File: src/conv_params.svh
`ifndef CONV_PARAMS_SVH
`define CONV_PARAMS_SVH

// image and filter geometry
`define CONV_IMG_ROWS 5
`define CONV_IMG_COLS 5
`define CONV_FLT_ROWS 3
`define CONV_FLT_COLS 3
`define CONV_STRIDE   1                                       // 1 or 2 keeps output integral

// valid-mode output grid, no padding
`define CONV_OUT_ROWS (((`CONV_IMG_ROWS - `CONV_FLT_ROWS) / `CONV_STRIDE) + 1)
`define CONV_OUT_COLS (((`CONV_IMG_COLS - `CONV_FLT_COLS) / `CONV_STRIDE) + 1)
`define CONV_TAPS     (`CONV_FLT_ROWS * `CONV_FLT_COLS)

// data widths
`define CONV_PIX_W  8
`define CONV_COEF_W 8
`define CONV_ACC_W  (`CONV_PIX_W + `CONV_COEF_W + 4)          // four guard bits for nine taps

`endif
File: src/conv_pkg.sv
`default_nettype none

`include "conv_params.svh"

package conv_pkg;

    typedef logic signed [`CONV_PIX_W-1:0]  pixel_t;
    typedef logic signed [`CONV_COEF_W-1:0] coef_t;
    typedef logic signed [`CONV_ACC_W-1:0]  acc_t;
    typedef logic [3:0]                     tap_idx_t;         // counts 0 to 8

    // flat buses, element 0 at the low end, row-major
    typedef logic [`CONV_IMG_ROWS*`CONV_IMG_COLS*`CONV_PIX_W-1:0] image_t;
    typedef logic [`CONV_TAPS*`CONV_COEF_W-1:0]                   filter_t;
    typedef logic [`CONV_TAPS*`CONV_PIX_W-1:0]                    window_t;
    typedef logic [`CONV_OUT_ROWS*`CONV_OUT_COLS*`CONV_ACC_W-1:0] result_t;

    // one job as presented by the host
    typedef struct packed {
        image_t  image;
        filter_t filter;
    } conv_job_t;

    // broadcast from the sequencer to every element
    typedef struct packed {
        logic     load;                                       // latch window and filter
        logic     mac;                                        // accumulate current tap
        tap_idx_t tap;
    } conv_step_t;

    typedef enum logic [2:0] {
        IDLE,
        LOAD,
        MAC,
        DONE,
        WAIT_REL
    } ctrl_state_t;

endpackage

`default_nettype wire

File: src/conv_top.sv
`timescale 1ns/1ps
`default_nettype none

module conv_top
    import conv_pkg::*;
(
    input  logic      clk,
    input  logic      rst,
    input  logic      req,
    input  conv_job_t job,                                    // stable while req is up
    output logic      ack,
    output result_t   result
);

    conv_step_t step;                                         // sequencer to array
    result_t    sums;                                         // live accumulator values

    // sequencer and host handshake
    conv_ctrl u_ctrl
    (
        .clk    (clk),
        .rst    (rst),
        .req    (req),
        .ack    (ack),
        .step   (step),
        .sums   (sums),
        .result (result)
    );

    // one element per output window
    slide_window_conv u_array
    (
        .clk    (clk),
        .rst    (rst),
        .step   (step),
        .image  (job.image),
        .filter (job.filter),
        .sums   (sums)
    );

endmodule

`default_nettype wire

File: src/conv_ctrl.sv
`timescale 1ns/1ps
`default_nettype none

`include "conv_params.svh"

module conv_ctrl
    import conv_pkg::*;
(
    input  logic       clk,
    input  logic       rst,
    input  logic       req,
    output logic       ack,
    output conv_step_t step,
    input  result_t    sums,
    output result_t    result
);

    localparam tap_idx_t LAST_TAP = tap_idx_t'(`CONV_TAPS - 1);

    ctrl_state_t state;
    ctrl_state_t state_nxt;
    tap_idx_t    tap_q;

    // next state
    always_comb
    begin
        state_nxt = state;
        case (state)
            IDLE:
            begin
                if (req)                                      // four-phase start
                begin
                    state_nxt = LOAD;
                end
            end
            LOAD:
            begin
                state_nxt = MAC;
            end
            MAC:
            begin
                if (tap_q == LAST_TAP)
                begin
                    state_nxt = DONE;
                end
            end
            DONE:
            begin
                state_nxt = WAIT_REL;
            end
            WAIT_REL:
            begin
                if (!req)                                     // host released
                begin
                    state_nxt = IDLE;
                end
            end
            default:
            begin
                state_nxt = IDLE;
            end
        endcase
    end

    always_ff @(posedge clk)
    begin
        if (rst)
        begin
            state  <= IDLE;
            tap_q  <= '0;
            ack    <= 1'b0;
            result <= '0;
        end
        else
        begin
            state <= state_nxt;
            case (state)
                LOAD:     tap_q <= '0;
                MAC:      tap_q <= tap_q + 1'b1;              // one tap per cycle
                DONE:
                begin
                    result <= sums;                           // frozen until next job
                    ack    <= 1'b1;
                end
                WAIT_REL:
                begin
                    if (!req)
                    begin
                        ack <= 1'b0;
                    end
                end
                default:  ;
            endcase
        end
    end

    // step broadcast decoded from state
    always_comb
    begin
        step.load = (state == LOAD);
        step.mac  = (state == MAC);
        step.tap  = tap_q;
    end

endmodule

`default_nettype wire

File: src/slide_window_conv.sv
`timescale 1ns/1ps
`default_nettype none

`include "conv_params.svh"

module slide_window_conv
    import conv_pkg::*;
(
    input  logic       clk,
    input  logic       rst,
    input  conv_step_t step,
    input  image_t     image,
    input  filter_t    filter,
    output wire result_t sums
);

    localparam int PW = `CONV_PIX_W;
    localparam int AW = `CONV_ACC_W;

    genvar r, c, i, j;

    generate
        for (r = 0; r < `CONV_OUT_ROWS; r = r + 1)
        begin : g_out_row
            for (c = 0; c < `CONV_OUT_COLS; c = c + 1)
            begin : g_out_col
                wire window_t win;                            // this output's 3x3 patch
                wire acc_t    pe_sum;

                // image row r*stride+i, column c*stride+j lands at window i, j
                for (i = 0; i < `CONV_FLT_ROWS; i = i + 1)
                begin : g_win_row
                    for (j = 0; j < `CONV_FLT_COLS; j = j + 1)
                    begin : g_win_col
                        assign win[(i*`CONV_FLT_COLS + j)*PW +: PW] =
                            image[((r*`CONV_STRIDE + i)*`CONV_IMG_COLS
                                   + c*`CONV_STRIDE + j)*PW +: PW];
                    end
                end

                conv_pe u_pe
                (
                    .clk    (clk),
                    .rst    (rst),
                    .step   (step),
                    .window (win),
                    .filter (filter),
                    .sum    (pe_sum)
                );

                // row-major, output 0 at the low end
                assign sums[(r*`CONV_OUT_COLS + c)*AW +: AW] = pe_sum;
            end
        end
    endgenerate

endmodule

`default_nettype wire

File: src/conv_pe.sv
`timescale 1ns/1ps
`default_nettype none

`include "conv_params.svh"

module conv_pe
    import conv_pkg::*;
(
    input  logic       clk,
    input  logic       rst,
    input  conv_step_t step,
    input  window_t    window,
    input  filter_t    filter,
    output acc_t       sum
);

    localparam int PROD_W = `CONV_PIX_W + `CONV_COEF_W;

    window_t win_q;                                           // latched window pixels
    filter_t flt_q;                                           // latched coefficients
    acc_t    acc_q;

    pixel_t                    pix;
    coef_t                     coef;
    logic signed [PROD_W-1:0]  prod;
    acc_t                      prod_ext;

    // tap select and multiply
    always_comb
    begin
        pix      = win_q[step.tap*`CONV_PIX_W +: `CONV_PIX_W];
        coef     = flt_q[step.tap*`CONV_COEF_W +: `CONV_COEF_W];
        prod     = pix * coef;                                // signed 8x8
        prod_ext = acc_t'(prod);                              // sign extend to sum width
    end

    // operand registers, loaded once per job
    always_ff @(posedge clk)
    begin
        if (step.load)
        begin
            win_q <= window;
            flt_q <= filter;
        end
    end

    // accumulator
    always_ff @(posedge clk)
    begin
        if (rst)
        begin
            acc_q <= '0;
        end
        else if (step.load)
        begin
            acc_q <= '0;                                      // fresh job
        end
        else if (step.mac)
        begin
            acc_q <= acc_q + prod_ext;
        end
    end

    // the sum is final one cycle after the tap 8 mac step,
    // and it stays put until the next load
    assign sum = acc_q;

endmodule

`default_nettype wire

File: config.mk
export PLATFORM = sky130hd
export DESIGN_NAME = conv_top
export DESIGN_NICKNAME = d
export VERILOG_FILES = /design/src/conv_pkg.sv /design/src/conv_top.sv /design/src/conv_ctrl.sv /design/src/slide_window_conv.sv /design/src/conv_pe.sv
export VERILOG_INCLUDE_DIRS = /design/src
export SDC_FILE = /design/constraint.sdc
export NUM_CORES = 2
export LEC_CHECK = 0
export BUFFER_PORTS_ARGS = -buffer_cell sky130_fd_sc_hd__buf_2
export CAP_MARGIN = 20
export CORE_MARGIN = 5
export CORE_UTILIZATION = 65
export CTS_CLUSTER_DIAMETER = 120
export CTS_CLUSTER_SIZE = 40
export DETAILED_ROUTE_END_ITERATION = 12
export PLACE_DENSITY = 0.84
export SKIP_CTS_REPAIR_TIMING = 1
export SYNTH_ARGS = -nofsm -noshare
export SYNTH_HDL_FRONTEND = slang
export SYNTH_HIERARCHICAL = 1
export SYNTH_SLANG_ARGS = --single-unit
File: constraint.sdc
create_clock -name clk -period 36.2 [get_ports clk]
set_clock_uncertainty 0.15 [all_clocks]
set_input_delay 7.24 -clock clk [delete_from_list [all_inputs] [get_ports clk]]
set_output_delay 7.24 -clock clk [all_outputs]
set_load 0.02 [all_outputs]
# After elaboration in Yosys (flattened, before gate mapping)
# Index checks and enable logic that the tools add are counted.
[totals] elab_cells=73 inputBits=275 regBits=1088 output_inout_bits=181
[classes] mux=7 n_reduce_logical=6 n_shift=10 addsub=10 eq_ne=8 mul=9
[op_table] cell="variable part select 72 x 8 -> 8 bit" n=10
[op_table] cell="adder 20 x 16 -> 20 bit" n=9
[op_table] cell="multiplier 8 x 8 -> 16 bit" n=9
[op_table] cell="one-hot mux 3 bit (5 select lines)" n=1
[op_table] cell="two-way mux 3 bit" n=3
[op_table] cell="one-hot mux 4 bit (2 select lines)" n=1
[op_table] cell="equality test 3 x 2 -> 1 bit (second input constant)" n=2
[op_table] cell="adder 4 x 1 -> 4 bit (second input constant)" n=1
[op_table] cell="equality test 4 bit (second input constant)" n=1
[op_table] cell="!= test 2 bit (second input constant)" n=2
[op_table] cell="nonzero test 2 bit" n=2
[op_table] cell="equality test 3 x 1 -> 1 bit (second input constant)" n=1
[op_table] cell="equality test 3 bit (second input constant)" n=1
[op_table] cell="logical NOT 3 bit" n=1
[op_table] cell="AND reduction 3 bit" n=1
[op_table] cell="!= test 2 x 1 -> 1 bit (second input constant)" n=1
[op_table] cell="one-hot mux 1 bit (2 select lines)" n=1
[op_table] cell="AND reduction 2 bit" n=1
[op_table] cell="OR reduction 2 bit" n=1
[op_table] cell="two-way mux 1 bit" n=1

# Longest topological paths before layout
[depth] word_depth=3 ltp_mapped=26 depth_no_buf=24

# Cells and area by module
# The synthesis kept the hierarchy.
[by_module_without_submodules] mod="conv_pe (u_array.g_out_row[0].g_out_col[2].u_pe ...)" cells_each=685 seq_area_each_um2=4724.5 area_per_inst_um2=9775.6 n_inst=4
[by_module_without_submodules] mod="conv_pe (u_array.g_out_row[2].g_out_col[1].u_pe ...)" cells_each=669 seq_area_each_um2=4724.5 area_per_inst_um2=9674.3 n_inst=2
[by_module_without_submodules] mod="conv_pe (u_array.g_out_row[0].g_out_col[0].u_pe)" cells_each=691 seq_area_each_um2=4724.5 area_per_inst_um2=10023.4 n_inst=1
[by_module_without_submodules] mod="conv_pe (u_array.g_out_row[2].g_out_col[0].u_pe)" cells_each=689 seq_area_each_um2=4724.5 area_per_inst_um2=9725.6 n_inst=1
[by_module_without_submodules] mod="conv_pe (u_array.g_out_row[0].g_out_col[1].u_pe)" cells_each=670 seq_area_each_um2=4724.5 area_per_inst_um2=9711.8 n_inst=1
[by_module_without_submodules] mod="conv_ctrl" cells_each=824 seq_area_each_um2=3763.6 area_per_inst_um2=6657.6 n_inst=1

# Worst setup path before layout
# Ideal clock, no wire load.
[synth_timing] path_type="register to register" from="register u_ctrl.state[0]" to="register u_array.g_out_row[2].g_out_col[0].u_pe.acc_q[15]" path_buffers=1 setup_ns=0.122 setup_slack_ns=4.277 path_stages_with_launch=8 t_arrival_ns=31.651 period_less_slack_ns=31.923 t_required_ns=35.928 cell_sequence="dfxtp_1 buf_4 or3b_2 inv_1 nor2_1 nand2_1 nor2_1 a221o_1"
[synth_lines] item="start, declared" line="conv_ctrl.sv:20" text="ctrl_state_t state;"
[synth_lines] item="start signal, assigned" line="conv_ctrl.sv:76" text="state <= state_nxt;"
[synth_lines] item="end signal, assigned" line="conv_pe.sv:60" text="acc_q <= acc_q + prod_ext;"
[synth_lines] item="end, declared" line="conv_pe.sv:21" text="acc_t acc_q;"

# Worst setup path in the final report
[layout_timing] from="input port rst" to="register u_array.g_out_row[0].g_out_col[1].u_pe.acc_q[19]"
[layout_via] elab_chain_len=1
[layout_lines] item="start, declared" line="conv_top.sv:8" text="input logic rst,"
[layout_lines] item="OR reduction 2 bit (no source line)"
[layout_lines] item="end signal, assigned" line="conv_pe.sv:60"
[layout_lines] item="end, declared" line="conv_pe.sv:21"
# No other way between the ends.
# A chain may end at the register's enable or synchronous reset.

==> summary.txt <==
Power
  • PwrDens: 94.0 nW/µm²
  • Lkg Pwr: 39.0 nW
  • Fraction of power consumed by the clock network: 0.091
  • Int Power: 5.23 mW
  • P_sw: 4.20 mW
  • Combinational Power Share: 0.665
  • Worst VDD drop: around 120 µV
  • Share of power burned in registers: 0.244
  • Switching Fraction: 0.446

Timing
  • Period Utilization, post-route: 0.254
  • Final setup vio count: 0
  • Crit path time final: 9180 ps
  • RSZ-0062 raised after global routing: no
  • Final hold vios: 0
  • Actual slew at the worst max-slew pin: 1140 ps
  • Slew margin rel.: 0.240
  • Post-route setup TNS: 0 ps
  • Fmax: 109 MHz
  • Final-report max-slew violation count: 0

Synthesis
  • Syn nets: 8,435
  • Post-synth top cells: edfxtp_1 (1,296), inv_1 (832), fa_1 (792)
  • Yosys warnings: 6
  • Count of different cell masters after synthesis: 90
  • Register bit total from synthesis: approximately 1,700
  • EDFF count, synth: 1,296
  • Syn Inst Count: 6,952
  • Sequential fraction of the synthesis area: 0.489
  • Syn_area_per_cell: 13.6 µm²
  • Post-synth ARST share: 0
  • Area share of the largest cell type after synthesis: 0.412
  • Syn Std Cell Area: 94,600 µm²
  • Synth top area cells: edfxtp_1 (41%), fa_1 (17%), dfxtp_1 (7.8%)
  • Most frequent cell after synthesis: edfxtp_1
  • Synth area leader: edfxtp_1
  • Post-synth top flop: edfxtp_1

Worst setup path
  • CP Data Required Time: 36,700 ps
  • Type of origin of the critical path: primary input
  • Crit Path Class: primary input to flip-flop
  • Max incr delay on CP: around 620 ps
  • Arrival @ worst endpoint: a little under 10,000 ps
  • Slowest cell on the critical path: or2_1
  • FF-to-FF Start: u_ctrl/tap_q[0]$_SDFFE_PP0P_
  • CP Capture Type: flip-flop
  • Cells along the critical path: buf_6, buf_12, or2_1, nor3_1, nor2b_1, mux4_2, a311o_1
  • Max FO, Critical Path: 125
  • WP buf/inv: 2
  • R2R cell count: 21
  • Worst Setup SP: rst
  • Top delay family on crit path: simple AND/OR/NAND/NOR gates
  • Cell depth of the worst setup path: 7

Run status
  • Status: finished, final reports clean

GRT
  • Global-route wire length before repair: about 350,000 µm
  • Vias in the first global route: approximately 58,000
  • GRT overflow: 0
  • Initial antenna violation count: 89
  • Total global routing track utilization: 0.310
  • Largest net degree at the start of global routing: 205

Clocking
  • Total CTS buffers: 52
  • Htree depth: 2
  • Clk_lat worst skew: 760 ps
  • Worst-path clk slew: about 140 ps
  • Sink Count: between 1,500 and 2,000
  • CTS tree: built
  • CTS Root Cell: clkbuf_16
  • CTS max path bufs: 3

Final layout
  • Multi-input logic area: 43,700 µm²
  • Reg area: 46,300 µm²
  • Non-Filler Cell Area, Final: 100,000 µm²
  • Area growth, synth to finish: 6.05%
  • Fin nets: 8,781
  • Share of layout cells above drive strength 1: 0.150
  • Filler cell count: 9,752

Floorplanning
  • Total die area: 153,000 µm²
  • Core area: 145,000 µm²
  • Initial Utilization: 0.651
  • Die X-Extent: 391 µm
  • Chip height: 391 µm
  • Top Ports: around 460
  • Rows: 140

Routing
  • Drc violations: 0
  • First-pass DRT Iterations: 5
  • DR iter-0 viols: roughly 6,200
  • Vias: 56,700
  • Antenna-violating nets left: 0
  • Via density: 6.10
  • Routed WL: ~230,000 µm
  • Routed length per placed instance: 25.2 µm

Placement
  • GP Congestion: 0.915
  • Hpwl dp: around 180,000 µm
  • PortBufs: 455
  • Area after DPL: 98,500 µm²

Job
  • MaxCap Viol Count: 0

Worst hold path
  • Hold Crit Class: flip-flop to flip-flop
  • Hold path depth: 2
  • Critical hold path startpoint: u_ctrl/result[91]$_SDFFE_PP0P_
power groups by stage:
stage	Clock (mW)	Combinational, mW	Sequential [mW]
after floorplan	0	4.89	2.43
after global routing	0.947	7.10	2.31
after global placement	0	6.03	2.33
final	0.862	6.27	2.30
after detailed placement	0	6.17	2.34
after CTS	0.872	6.24	2.30
cell type report:
type	instances	area share
clock buffers	80	0.0140
inverters	871	0.0327
repair buffers	521	0.0285
diodes	47	0.00117
multi-input cells	4188	0.435
well taps	1917	0.0239
clock inverters	17	0.00264
flip-flops and latches	1664	0.462
logic make-up (layout without fill, tap and decap cells):
group / after synthesis / count (layout) / synth area share
other: 0 / 47 / 0
buffers and inverters: 1100 / 1489 / 0.0489
flip-flops: 1664 / 1664 / 0.489
XOR/XNOR: 154 / 154 / 0.0144
AND/OR/NAND/NOR: 1535 / 1535 / 0.0723
AO/OA/AOI/OAI: 718 / 718 / 0.0526
adder cells (fa/ha/maj): 1208 / 1208 / 0.223
multiplexers: 573 / 573 / 0.0996
sequential cells by signal, indices dropped and copies added (netlist names):
signal	count
u_ctrl/result	180
u_array/g_out_row.g_out_col.u_pe/win_q	648
u_ctrl/tap_q	4
u_array/g_out_row.g_out_col.u_pe/flt_q	648
u_array/g_out_row.g_out_col.u_pe/sum	180
u_ctrl/ack	1
u_ctrl/state	3
through the flow:
step	setup slack (ps)	std cells	total power, mW	hold WS, ps	utilization
6_report	27020	9305	9.43	309	0.691
5_1_grt	26320	9284	10.4	324	0.690
4_1_cts	26990	9257	9.41	311	0.690
3_5_place_dp	26240	9160	8.51	293	0.678
3_3_place_gp	26330	9158	8.36	291	0.678
2_1_floorplan	4280	6952	7.32	282	-
final timing paths:
check / end / slack (ps)
worst max register to register: u_array/g_out_row[0].g_out_col[1].u_pe/sum[19]$_SDFFE_PP0P_ / 27030
worst min-delay path: u_ctrl/result[91]$_SDFFE_PP0P_ / 310
worst max-delay path: u_array/g_out_row[0].g_out_col[1].u_pe/sum[19]$_SDFFE_PP0P_ / 27020
worst min register to register: u_ctrl/result[91]$_SDFFE_PP0P_ / 310
placed cells by master (no fill, tap or decap), types with 275 or more instances in the layout:
cell,synthesis,layout
edfxtp_1,1296,1296
inv_1,832,830
fa_1,792,792
nor2_1,651,651
nand2_1,533,533
buf_2,58,454
ha_1,416,416
dfxtp_1,368,364
a21oi_1,284,284
mux4_2,275,275
tightest hold or removal path, delay by kind of cell (launching register included):
kind	cells	cell delay, ps
DFF	1	330
and+or+nand+nor	1	50
AOI/OAI and AO/OA	1	50
routing by layer:
layer  vias up  routed length, µm  global-route usage
met3       467              22800              0.0636
li1      24700                  -                   -
met2      2794             113000               0.497
met5         -                195                   0
met4        32              12200               0.134
met1     28800              86700               0.418
Note: power is estimated with default switching activity, not from simulation.
